## config.mk

```make
export PLATFORM = sky130hd
export DESIGN_NAME = resultPort
export DESIGN_NICKNAME = d
export VERILOG_FILES = /design/src/rtl/mipsPkg.sv /design/src/rtl/resultPort.sv
export SDC_FILE = /design/constraint.sdc
export NUM_CORES = 1
export LEC_CHECK = 0
export CAP_MARGIN = 20
export CORE_MARGIN = 2
export CORE_UTILIZATION = 58
export DETAILED_ROUTE_END_ITERATION = 8
export DONT_BUFFER_PORTS = 1
export PLACE_DENSITY = 0.86
export SYNTH_ARGS = -nofsm -noshare
export SYNTH_HDL_FRONTEND = slang
export SYNTH_SLANG_ARGS = --single-unit
```

## constraint.sdc

```tcl
create_clock -name clk -period 4.1 [get_ports clk]
set_input_delay 0 -clock clk [delete_from_list [all_inputs] [get_ports clk]]
set_output_delay 0 -clock clk [all_outputs]
set_load 0.01 [all_outputs]
```

## src/rtl/mipsPkg.sv

```systemverilog
`default_nettype none

package mipsPkg;

	//////////////////////////////////////////////////
	// Basic field types
	//////////////////////////////////////////////////
	typedef logic [31:0] wordT;
	typedef logic [4:0]  regIdxT;

	// Primary opcode, bits 31:26
	typedef enum logic [5:0] {
		OP_RTYPE = 6'h00,
		OP_BEQ   = 6'h04,
		OP_BNE   = 6'h05,
		OP_ADDIU = 6'h09,
		OP_ANDI  = 6'h0c,
		OP_ORI   = 6'h0d,
		OP_LUI   = 6'h0f,
		OP_LW    = 6'h23,
		OP_SW    = 6'h2b
	} opcodeT;

	// Function field of R-type, bits 5:0
	typedef enum logic [5:0] {
		FN_SLL  = 6'h00, // nop is sll $0,$0,0
		FN_ADDU = 6'h21,
		FN_SUBU = 6'h23,
		FN_AND  = 6'h24,
		FN_OR   = 6'h25,
		FN_SLT  = 6'h2a
	} functT;

	// Field LSB positions
	localparam int OPC_LSB = 26;
	localparam int RS_LSB  = 21;
	localparam int RT_LSB  = 16;
	localparam int RD_LSB  = 11;
	localparam int SH_LSB  = 6;
	localparam int IMM_LSB = 0;

endpackage

`default_nettype wire

```

## src/rtl/resultPort.sv

```systemverilog
`timescale 1ns/10ps
`default_nettype none

module resultPort
	import mipsPkg::*;
(
	input  logic clk,
	input  logic rstN,
	input  logic ioReq,
	input  wordT ioData,
	input  logic outAck,
	output logic outReq,
	output wordT outData,
	output logic portBusy
);
	typedef enum logic [1:0] {IDLE, REQUEST, RELEASE, WAIT_ACK_LOW} stateT;
	stateT state;

	always_ff @(posedge clk) begin
		if (!rstN) begin
			state <= IDLE;
		end else begin
			case (state)
				IDLE:         if (ioReq) state <= REQUEST;
				REQUEST:      if (outAck) state <= RELEASE;   // Ack seen so req drops
				RELEASE:      state <= outAck ? WAIT_ACK_LOW : IDLE;
				WAIT_ACK_LOW: if (!outAck) state <= IDLE;
				default:      state <= IDLE;
			endcase
		end
	end

	always_ff @(posedge clk) begin
		if (state == IDLE && ioReq) outData <= ioData; // Latched once per store
	end

	assign outReq   = (state == REQUEST);
	assign portBusy = ioReq || (state != IDLE);

	// Environment acks only a pending request
	ackNeedsReq: assert property (@(posedge clk) disable iff (!rstN)
		$rose(outAck) |-> outReq);
	// Memory stage offers a store only while idle
	ioReqOnlyIdle: assert property (@(posedge clk) disable iff (!rstN)
		ioReq |-> state == IDLE);

endmodule

`default_nettype wire

```

==> impl_metrics.csv <==
group,metric,value,unit
synthesis,syn_inst,42,
routing,postRouteAntennaNets,0,
synthesis,synth_nets,78,
pwr,leakagePower,0.537,nW
timing,finClkSkew,0.0126,ns
finish,fillers,80,
hold_path,hold_path_end,"outData[4]$_DFFE_PP_",
floorplan,core_region_area,1730,um^2
grt,grt_max_degree,20,
routing,avgViaCountPerCell,5.31,
setup_path,r2r_cells,2,
timing,slew_violations,0,
setup_path,worstReg2RegEnd,"outData[21]$_DFFE_PP_",
timing,worst_pin_slew,1.03,ns
synthesis,yosys.area.top_type,"edfxtp_1",
setup_path,startpoint,"state[0]$_SDFFE_PN0P_",
flow_run,drv_cap,0,
placement,place_area,1100,um^2
hold_path,hp-class,"in2reg",
synthesis,synth_ff_type,"edfxtp_1",
synthesis,synth-seq-cells,34,
routing,route.detailed.drc,0,
run_status,outcome,"finished, final reports clean",
pwr,ir_drop,336,uV
setup_path,r2r-start,"state[0]$_SDFFE_PN0P_",
timing,report.final.hold_viol_count,0,
synthesis,avgSynthCellArea,25.3,um^2
routing,drtPass1Iterations,4,
timing,slew_headroom,31.0,%
floorplan,start_util,61.4,%
hold_path,hold_depth,1,
timing,finalSetupViolations,0,
floorplan,dieArea,2190,um^2
setup_path,setup.worst_path.start_class,"flop",
routing,vias,584,
pwr,finalPower,0.000646,W
clock_tree,cts-root-buf,"clkbuf_4",
finish,regArea,1000,um^2
finish,layout.nets,121,
clock_tree,clk_path_buf_depth,2,
finish,multi_input_area,65.1,um^2
placement,globalplace.congestion,0.620,
setup_path,critPathBufInv,1,
synthesis,synth_area_leaders,"edfxtp_1 91%, dfxtp_1 3.8%, nor2b_1 1.8%, o211a_1 0.94%, o311a_1 0.94%",
clock_tree,insertion_delay,0.32,ns
finish,area_growth,41.4,%
synthesis,syn-cell-area,1060,um^2
setup_path,arrival,1.97,ns
setup_path,slowest_stage,"nor3b_2",
synthesis,ys_types,8,
floorplan,die_h,46.8,um
timing,fin_crit,1.96,ns
clock_tree,htree_levels,2,
finish,antenna_cells,0,
setup_path,crit_path_end_kind,"flop",
floorplan,dieWidth,46.8,um
hold_path,hp-start,"ioReq",
timing,fin_setup_tns,0,ns
grt,grt-ovfl-total,0,
routing,drt_iter0_drc,15,
synthesis,yosysMostFrequentCell,"edfxtp_1",
setup_path,max_stage_delay,0.86,ns
setup_path,path_delay_family,"simple AND/OR/NAND/NOR gates",
synthesis,synth_commonest_cells,"32 x edfxtp_1, 3 x nor2b_1, 2 x dfxtp_1",
pwr,power_density,431,nW/um^2
grt,grt_use_met3,9.62,%
grt,gr-max-usage-layer,"met2",
floorplan,ios,70,
setup_path,path_cells,"nor3b_2, buf_4",
synthesis,synth.top_cell.area_share,90.6,%
finish,drive_above_1_share,8.24,%
synthesis,synth_edf_count,32,
synthesis,yosysWarnings,0,
timing,max_freq,0.510,GHz
routing,wl_per_cell,21.7,um
setup_path,critPathRequiredTime,4.11,ns
finish,finalInstanceArea,1500,um^2
setup_path,crit_cells,2,
clock_tree,cts_sinks,34,
routing,finalWirelength,2380,um
grt,grtUsageTotal,23.9,%
synthesis,seq_area_frac_synth,94.3,%
clock_tree,post_cts_buffers,0,
synthesis,ys_async_sr_fraction,0,%
grt,antenna_found_initial,0,
clock_tree,cts_made_buffers,5,
timing,grt_setup_unrepaired,"no",
timing,period_share,47.9,%
grt,grt_use_met1,25.1,%
grt,grtUsageMet2,40.3,%
setup_path,path_max_fanout,19,
grt,grt_pass1_vias,622,
setup_path,r2r_slack,2.14,ns
clock_tree,cts_tree,"done",
grt,grt_pass1_wl,3260,um
setup_path,critPathKind,"reg2reg",
floorplan,std_cell_rows,15,
placement,port_buffers,0,
clock_tree,clkTransAtPathRegs,0.10,ns
==> metrics by stage <==
step	instances	setup WS (ns)	utilization (%)	hold WS (ns)
finish	110	2.14	86.9	0.126
global route	110	1.99	86.9	0.133
CTS	110	2.21	86.9	0.113
detailed placement	68	2.24	64.0	0.0989
global placement	68	2.33	64.0	0.0989
floorplan	42	0.899	-	0.0989
==> cells by family after synthesis <==
family | count (synthesis) | share of synthesized area, %
flip-flops | 34 | 94.3
AO/OA/AOI/OAI | 2 | 1.89
AND/OR/NAND/NOR | 6 | 3.77
==> per-layer routing <==
metal / up-vias / wire (um) / share of wire (%)
met4: 0 / 89 / 3.7
li1: 250 / - / -
met1: 276 / 778 / 33
met2: 50 / 1320 / 55
met5: - / 0 / 0
met3: 8 / 198 / 8.3
==> placed cells by master, fill, tap and decap left out, drive strengths merged <==
cell type    count
or3              1
dfxtp            2
nor3b            1
or2b             1
edfxtp          32
clkbuf           7
o211a            1
o311a            1
dlygate4sd3     35
buf              1
nor2b            3
==> cell type report <==
cell class,count,share of cell area (%)
flip-flops and latches,34,66.7
clock buffers,7,3.00
repair buffers,36,23.9
multi-input cells,8,4.34
well taps,25,2.09
==> how the worst max path moves through the flow <==
stage	end
after floorplan	outData[0]$_DFFE_PP_
after global placement	outData[28]$_DFFE_PP_
after detailed placement	outData[29]$_DFFE_PP_
after CTS	outData[15]$_DFFE_PP_
after global routing	outData[21]$_DFFE_PP_
final	outData[21]$_DFFE_PP_
==> timing repair <==
item	4_1_cts	5_1_grt
gates resized for setup	0	0
hold buffers	35	0
endpoints found under the hold margin	34	0
==> worst reg2reg max path: stages (launching register included) <==
cell and delay [ns]:
dfxtp_1 0.38, nor3b_2 0.86, buf_4 0.40
==> power by group <==
part | switching [W] | internal (W) | total, W
logic | 0.0000201 | 0.0000274 | 0.0000475
clock network | 0.000101 | 0.0000647 | 0.000166
registers | 0.0000225 | 0.000411 | 0.000433
total | 0.000143 | 0.000503 | 0.000646
==> sequential cells by signal, indices dropped and copies added (netlist names) <==
signal   count
state        2
outData     32
No activity file was read; power rests on OpenSTA's default activity.
