## src/rtl/mipsPkg.sv

```systemverilog
`default_nettype none

package mipsPkg;

	//////////////////////////////////////////////////
	// Basic field types
	//////////////////////////////////////////////////
	typedef logic [31:0] wordT;
	typedef logic [4:0]  regIdxT;

	// Primary opcode, bits 31:26
	typedef enum logic [5:0] {
		OP_RTYPE = 6'h00,
		OP_BEQ   = 6'h04,
		OP_BNE   = 6'h05,
		OP_ADDIU = 6'h09,
		OP_ANDI  = 6'h0c,
		OP_ORI   = 6'h0d,
		OP_LUI   = 6'h0f,
		OP_LW    = 6'h23,
		OP_SW    = 6'h2b
	} opcodeT;

	// Function field of R-type, bits 5:0
	typedef enum logic [5:0] {
		FN_SLL  = 6'h00, // nop is sll $0,$0,0
		FN_ADDU = 6'h21,
		FN_SUBU = 6'h23,
		FN_AND  = 6'h24,
		FN_OR   = 6'h25,
		FN_SLT  = 6'h2a
	} functT;

	// Field LSB positions
	localparam int OPC_LSB = 26;
	localparam int RS_LSB  = 21;
	localparam int RT_LSB  = 16;
	localparam int RD_LSB  = 11;
	localparam int SH_LSB  = 6;
	localparam int IMM_LSB = 0;

endpackage

`default_nettype wire

```

## src/rtl/pipePkg.sv

```systemverilog
`default_nettype none

package pipePkg;

	// ALU function select
	typedef enum logic [2:0] {
		ALU_ADD,
		ALU_SUB,
		ALU_AND,
		ALU_OR,
		ALU_SLT,
		ALU_SLL,
		ALU_LUI
	} aluOpT;

	typedef struct packed {
		aluOpT aluOp;
		logic  useImm;   // B operand from immediate
		logic  zeroExt;  // andi/ori style immediate
		logic  isBranch;
	} exCtrlT;

	typedef struct packed {
		logic memRead;
		logic memWrite;
		logic branchNe;  // bne rather than beq
	} memCtrlT;

	typedef struct packed {
		logic regWrite;
		logic memToReg;
	} wbCtrlT;

	// Store here goes out through the result port
	localparam logic [31:0] IO_ADDR = 32'hFFFF_FFFC;

endpackage

`default_nettype wire

```

## src/rtl/stageBuses.sv

```systemverilog
`timescale 1ns/10ps
`default_nettype none

//////////////////////////////////////////////////
// ID/EX pipeline register contents
//////////////////////////////////////////////////
interface decExBus
	import mipsPkg::*, pipePkg::*;
();
	logic    valid;
	exCtrlT  exCtrl;
	memCtrlT memCtrl;
	wbCtrlT  wbCtrl;
	wordT    pc4;     // Address after this instruction
	wordT    regA;
	wordT    regB;
	wordT    imm;     // Sign extended imm16
	regIdxT  rs;
	regIdxT  rt;
	regIdxT  destReg;

	modport producer (output valid, exCtrl, memCtrl, wbCtrl, pc4, regA, regB, imm,
		rs, rt, destReg);
	modport consumer (input valid, exCtrl, memCtrl, wbCtrl, pc4, regA, regB, imm,
		rs, rt, destReg);
endinterface


`default_nettype wire

```

## src/rtl/instructionDecode.sv

```systemverilog
`timescale 1ns/10ps
`default_nettype none

module instructionDecode
	import mipsPkg::*, pipePkg::*;
(
	input  logic    clk,
	input  logic    rstN,
	input  wordT    instr,
	input  wordT    pc4,
	input  logic    fetchValid,
	input  logic    takeBranch,
	input  logic    portBusy,
	input  logic    wbWrite,
	input  regIdxT  wbReg,
	input  wordT    wbData,
	output logic    loadStall,
	decExBus.producer decEx
);
	opcodeT  opcode;
	functT   funct;
	regIdxT  rs, rt, rd, dest;
	exCtrlT  exCtrl;
	memCtrlT memCtrl;
	wbCtrlT  wbCtrl;
	wordT    regs [32];
	wordT    rdA, rdB;

	assign opcode = opcodeT'(instr[OPC_LSB +: 6]);
	assign funct  = functT'(instr[5:0]);
	assign rs     = instr[RS_LSB +: 5];
	assign rt     = instr[RT_LSB +: 5];
	assign rd     = instr[RD_LSB +: 5];

	//////////////////////////////////////////////////
	// Control decode
	//////////////////////////////////////////////////
	always_comb begin
		exCtrl  = '0;
		memCtrl = '0;
		wbCtrl  = '0;
		dest    = rt; // I-type default
		case (opcode)
			OP_RTYPE: begin
				dest            = rd;
				wbCtrl.regWrite = 1'b1;
				case (funct)
					FN_ADDU: exCtrl.aluOp = ALU_ADD;
					FN_SUBU: exCtrl.aluOp = ALU_SUB;
					FN_AND:  exCtrl.aluOp = ALU_AND;
					FN_OR:   exCtrl.aluOp = ALU_OR;
					FN_SLT:  exCtrl.aluOp = ALU_SLT;
					FN_SLL:  exCtrl.aluOp = ALU_SLL;
					default: wbCtrl.regWrite = 1'b0; // Unsupported, acts as nop
				endcase
			end
			OP_ADDIU: begin
				exCtrl.useImm   = 1'b1;
				wbCtrl.regWrite = 1'b1;
			end
			OP_ANDI, OP_ORI: begin
				exCtrl.aluOp    = (opcode == OP_ANDI) ? ALU_AND : ALU_OR;
				exCtrl.useImm   = 1'b1;
				exCtrl.zeroExt  = 1'b1;
				wbCtrl.regWrite = 1'b1;
			end
			OP_LUI: begin
				exCtrl.aluOp    = ALU_LUI;
				exCtrl.useImm   = 1'b1;
				wbCtrl.regWrite = 1'b1;
			end
			OP_LW: begin
				exCtrl.useImm   = 1'b1;
				memCtrl.memRead = 1'b1;
				wbCtrl          = '{regWrite: 1'b1, memToReg: 1'b1};
			end
			OP_SW: begin
				exCtrl.useImm    = 1'b1;
				memCtrl.memWrite = 1'b1;
			end
			OP_BEQ, OP_BNE: begin
				exCtrl.aluOp     = ALU_SUB; // Zero flag compares
				exCtrl.isBranch  = 1'b1;
				memCtrl.branchNe = (opcode == OP_BNE);
			end
			default: ;
		endcase
		if (dest == '0) wbCtrl.regWrite = 1'b0; // $0 stays zero
	end

	// Load in EX feeding this instruction
	assign loadStall = fetchValid && decEx.valid && decEx.memCtrl.memRead &&
		(decEx.destReg == rs || decEx.destReg == rt);

	//////////////////////////////////////////////////
	// Register file, write-through read
	//////////////////////////////////////////////////
	always_ff @(posedge clk) begin
		if (!rstN) begin
			for (int i = 0; i < 32; i++) regs[i] <= '0;
		end else if (wbWrite && wbReg != '0) begin
			regs[wbReg] <= wbData;
		end
	end

	assign rdA = (rs == '0) ? '0 : (wbWrite && wbReg == rs) ? wbData : regs[rs];
	assign rdB = (rt == '0) ? '0 : (wbWrite && wbReg == rt) ? wbData : regs[rt];

	// ID/EX register
	always_ff @(posedge clk) begin
		if (!rstN) begin
			decEx.valid   <= 1'b0;
			decEx.exCtrl  <= '0;
			decEx.memCtrl <= '0;
			decEx.wbCtrl  <= '0;
		end else if (!portBusy) begin
			decEx.valid   <= fetchValid && !takeBranch && !loadStall; // Bubble on flush or stall
			decEx.exCtrl  <= exCtrl;
			decEx.memCtrl <= memCtrl;
			decEx.wbCtrl  <= wbCtrl;
			decEx.pc4     <= pc4;
			decEx.regA    <= rdA;
			decEx.regB    <= rdB;
			decEx.imm     <= {{16{instr[15]}}, instr[IMM_LSB +: 16]};
			decEx.rs      <= rs;
			decEx.rt      <= rt;
			decEx.destReg <= dest;
		end
	end

	noZeroWrite: assert property (@(posedge clk) disable iff (!rstN)
		wbWrite |-> wbReg != '0);

endmodule

`default_nettype wire

```

## src/flat_wrapper.sv

```systemverilog
// flat-port wrapper written by rule: the top's interface ports become plain ports
module instructionDecode_flat import mipsPkg::*, pipePkg::*;
  (clk, rstN, instr, pc4, fetchValid, takeBranch, portBusy, wbWrite, wbReg, wbData, loadStall, decEx_valid, decEx_exCtrl, decEx_memCtrl, decEx_wbCtrl, decEx_pc4, decEx_regA, decEx_regB, decEx_imm, decEx_rs, decEx_rt, decEx_destReg);
  decExBus decEx_i ();
  input  logic clk;
  input  logic rstN;
  input  wordT instr;
  input  wordT pc4;
  input  logic fetchValid;
  input  logic takeBranch;
  input  logic portBusy;
  input  logic wbWrite;
  input  regIdxT wbReg;
  input  wordT wbData;
  output logic loadStall;
  output wire logic [$bits(decEx_i.valid)-1:0] decEx_valid;
  output wire logic [$bits(decEx_i.exCtrl)-1:0] decEx_exCtrl;
  output wire logic [$bits(decEx_i.memCtrl)-1:0] decEx_memCtrl;
  output wire logic [$bits(decEx_i.wbCtrl)-1:0] decEx_wbCtrl;
  output wire logic [$bits(decEx_i.pc4)-1:0] decEx_pc4;
  output wire logic [$bits(decEx_i.regA)-1:0] decEx_regA;
  output wire logic [$bits(decEx_i.regB)-1:0] decEx_regB;
  output wire logic [$bits(decEx_i.imm)-1:0] decEx_imm;
  output wire logic [$bits(decEx_i.rs)-1:0] decEx_rs;
  output wire logic [$bits(decEx_i.rt)-1:0] decEx_rt;
  output wire logic [$bits(decEx_i.destReg)-1:0] decEx_destReg;
  assign decEx_valid = decEx_i.valid;
  assign decEx_exCtrl = decEx_i.exCtrl;
  assign decEx_memCtrl = decEx_i.memCtrl;
  assign decEx_wbCtrl = decEx_i.wbCtrl;
  assign decEx_pc4 = decEx_i.pc4;
  assign decEx_regA = decEx_i.regA;
  assign decEx_regB = decEx_i.regB;
  assign decEx_imm = decEx_i.imm;
  assign decEx_rs = decEx_i.rs;
  assign decEx_rt = decEx_i.rt;
  assign decEx_destReg = decEx_i.destReg;
  instructionDecode u_core (.clk(clk), .rstN(rstN), .instr(instr), .pc4(pc4), .fetchValid(fetchValid), .takeBranch(takeBranch), .portBusy(portBusy), .wbWrite(wbWrite), .wbReg(wbReg), .wbData(wbData), .loadStall(loadStall), .decEx(decEx_i));
endmodule
```

## config.mk

```make
export PLATFORM = sky130hd
export DESIGN_NAME = instructionDecode_flat
export DESIGN_NICKNAME = d
export VERILOG_FILES = /design/src/rtl/mipsPkg.sv /design/src/rtl/pipePkg.sv /design/src/rtl/stageBuses.sv /design/src/rtl/instructionDecode.sv /design/src/flat_wrapper.sv
export SDC_FILE = /design/constraint.sdc
export NUM_CORES = 2
export LEC_CHECK = 0
export ABC_AREA = 1
export BUFFER_PORTS_ARGS = -buffer_cell sky130_fd_sc_hd__buf_2
export CELL_PAD_IN_SITES_DETAIL_PLACEMENT = 2
export CELL_PAD_IN_SITES_GLOBAL_PLACEMENT = 2
export CORE_MARGIN = 3
export CORE_UTILIZATION = 30
export DETAILED_ROUTE_END_ITERATION = 16
export PLACE_DENSITY = 0.71
export SLEW_MARGIN = 10
export SYNTH_ARGS = -nofsm -noshare
export SYNTH_HDL_FRONTEND = slang
export SYNTH_SLANG_ARGS = --single-unit
```

## constraint.sdc

```tcl
create_clock -name clk -period 18.9 [get_ports clk]
set_input_delay 3.78 -clock clk [delete_from_list [all_inputs] [get_ports clk]]
set_output_delay 3.78 -clock clk [all_outputs]
set_load 0.05 [all_outputs]
```

==> run metrics <==
outcome finished, final reports clean; RSZ-0062 raised after global routing false; Final Net Count 7922; flops & latches, synth 1162; Netlist cell types 29; # rows 168; Starting Density 30.26%; Setup TNS 0 ns; Post-CTS Setup Repair Bufs 0; worst slew pin tran 1.311 ns; critical path's largest stage delay 0.62 ns; fin crit share 49.51%; Post-CTS Hold Buffers 0; VDD IR-drop max 89.20 uV; CTS Buffer Depth 3; first-pass GRT wire length 440000 um; yosys warns 0; Crit path arrival time 5.58 ns; fin. max-slew vios 0; DP Wirelength 177100 um; Tightest Hold Check Type register to register; WL/cell 28.79 um; Starting DRT DRC Count 5568; Num CTS Buffers 145; register area share after synthesis 54.74%; initial antenna violation count 11; Die Y 466.2 um; CP cell instances buf_8, inv_4, nand2_1, a21oi_1, nand3_1, a21oi_1, buf_2; kind of critical path primary input to output port; CTS tree yes; 1st-pass router iterations 6; DRC viols 0; Reg clk slew, reported paths 0.05 ns; Core Footprint 210000 sq um; cell mode on critical path a21oi_1; CTS resizes 0; Worst EP required 15.12 ns; worst hold slack 0.4522 ns; Final min period 9.357 ns; ys flop type edfxtp_1; clk_lat worst skew 0.82 ns; CP max stage cell inv_4; Fmax 106.9 MHz; gpl congestion 0.8350; Final Setup Violations 0; CP endpoint kind output port; CP Buf/Inv Count 3; worst-path maximum fanout 46; die extent in x 466.2 um; Area Growth Syn to Fin 12.72%; area of the mapped netlist 63540 sq um; GRT Overall Usage 27.80%; post-synthesis instance total 7887; pin count of the biggest net entering global routing 187; Max-Cap Viols 0; Rel. slew slack 12.62%; Routed Antenna Nets 0; Total Routed Length 309000 um; critical path launch point type primary input; clk sinks 1162; CTS root buf clkbuf_16; Top Ports 263; Hold Vio Cnt, Final 0; share of cells above drive strength 1 9.177%; htree depth 4; PwrDens 93.63 nW/um^2; Die Footprint 217400 sq um; DR vias 59370; Congestion Overflow GR 0; worst reg2reg setup slack 16.60 ns; FFs w/ async S/R, synth 0%; Via density 5.532; clk_skew 0.03088 ns; leakage 30.24 nW; syn_area_per_cell 8.056 sq um; number of global-route vias before repair 62680; Port Buffer Count 262; EDFF count, synth 1151; Worst path top cell family by delay buffers and inverters
-- stage by stage --
stage                     std cells  power (mW)  cell area (sq um)  setup WS, ns  util, %
after floorplan                7918       3.635              63650         7.986        -
after global placement        10470       3.998              67200         9.513    32.00
after detailed placement      10470       4.039              67200         9.533    32.00
after CTS                     10730       6.745              71610         9.522    34.10
after global routing          10730       6.926              71620         9.423    34.10
final                         10730       6.705              71620         9.543    34.11
-- cells in the final DEF (no fill, tap or decap), types with 48 or more instances in the layout --
master / count
a21oi_1: 255
buf_2: 254
buf_4: 145
clkbuf_1: 48
clkbuf_16: 153
edfxtp_1: 1151
inv_1: 795
nand2_1: 1801
nand2_2: 52
nand3_1: 1190
nor2_1: 1319
o211ai_1: 168
o21ai_0: 321
or2_2: 52
-- area by class of cell --
type	instances	area, sq um
Antenna cell	4	10.01
Clock buffer	202	4023
Clock inverter	52	386.6
Fill cell	23780	138400
Inverter	821	3114
Multi-Input combinational cell	5276	23260
Sequential cell	1162	34780
Tap cell	2805	3510
Timing Repair Buffer	409	2527
-- cells in the mapped netlist (3+ instances only) --
master / count / area [sq um]
dfxtp_1: 11 / 220.2
nand3_1: 1191 / 5961
clkbuf_1: 413 / 1550
buf_4: 20 / 150.1
nand2_1: 1861 / 6985
o211ai_1: 168 / 1261
nor3_1: 14 / 70.07
o21ai_0: 321 / 1607
inv_1: 806 / 3025
buf_1: 62 / 232.7
inv_2: 13 / 48.80
buf_2: 164 / 820.8
xor2_1: 8 / 70.07
nand4_1: 5 / 31.28
o21bai_1: 31 / 232.7
xnor2_1: 7 / 61.31
nor2_1: 1320 / 4955
edfxtp_1: 1151 / 34560
a21oi_1: 255 / 1276
nor2_2: 3 / 18.77
or2_2: 52 / 325.3
-- where the power goes --
part / switching (mW) / internal (mW)
clock: 1.16 / 1.54
sequential: 0.0671 / 2.98
combinational: 0.744 / 0.208
total: 1.97 / 4.74
-- layer usage --
metal	share of wire (%)	global-route usage (%)
met5	0.0042	0
met2	46	45.78
met1	42	36.44
met3	6.6	3.967
met4	4.5	11.95
-- cells by family (layout without fill, tap and decap cells) --
family                    Yosys count  in the layout  share of synthesized area [%]
xor gates and xnor gates           15             15                         0.2068
DFF                              1162           1162                          54.74
other                               1             36                       0.005902
and+or+nand+nor                  4450           4450                          28.92
buffers and inverters            1480           1484                          9.184
AOI/OAI and AO/OA                 779            779                          6.936
-- sequential cells by signal, indices dropped and copies added (netlist names), 3 cells and up --
signal and flops:
u_core.regs 1024, u_core.decEx.pc4 32, u_core.decEx.regA 32, u_core.decEx.regB 32
u_core.decEx.imm 16, u_core.decEx.exCtrl 6, u_core.decEx.destReg 5, u_core.decEx.rs 5
u_core.decEx.rt 5, u_core.decEx.memCtrl 3
-- worst register-to-register path, stage by stage, from the launching register on --
cell	delay (ns)
edfxtp_1	0.39
nand2_1	0.10
nand3_1	0.10
nand3_1	0.13
nand2_1	0.06
a21oi_1	0.60
nand2_1	0.29
nand2_1	0.21
a21oi_1	0.10
-- final timing paths --
| check | depth (start not counted) | startpoint | end |
|---|---|---|---|
| min reg2reg | 2 | u_core.decEx.memCtrl[0] | u_core.decEx.memCtrl[0] |
| min | 2 | u_core.decEx.memCtrl[0] | u_core.decEx.memCtrl[0] |
| max reg2reg | 8 | u_core.regs[4][26] | u_core.decEx.regA[26] |
| max | 7 | instr[22] | loadStall |
Power figures use the tool's default switching activity.
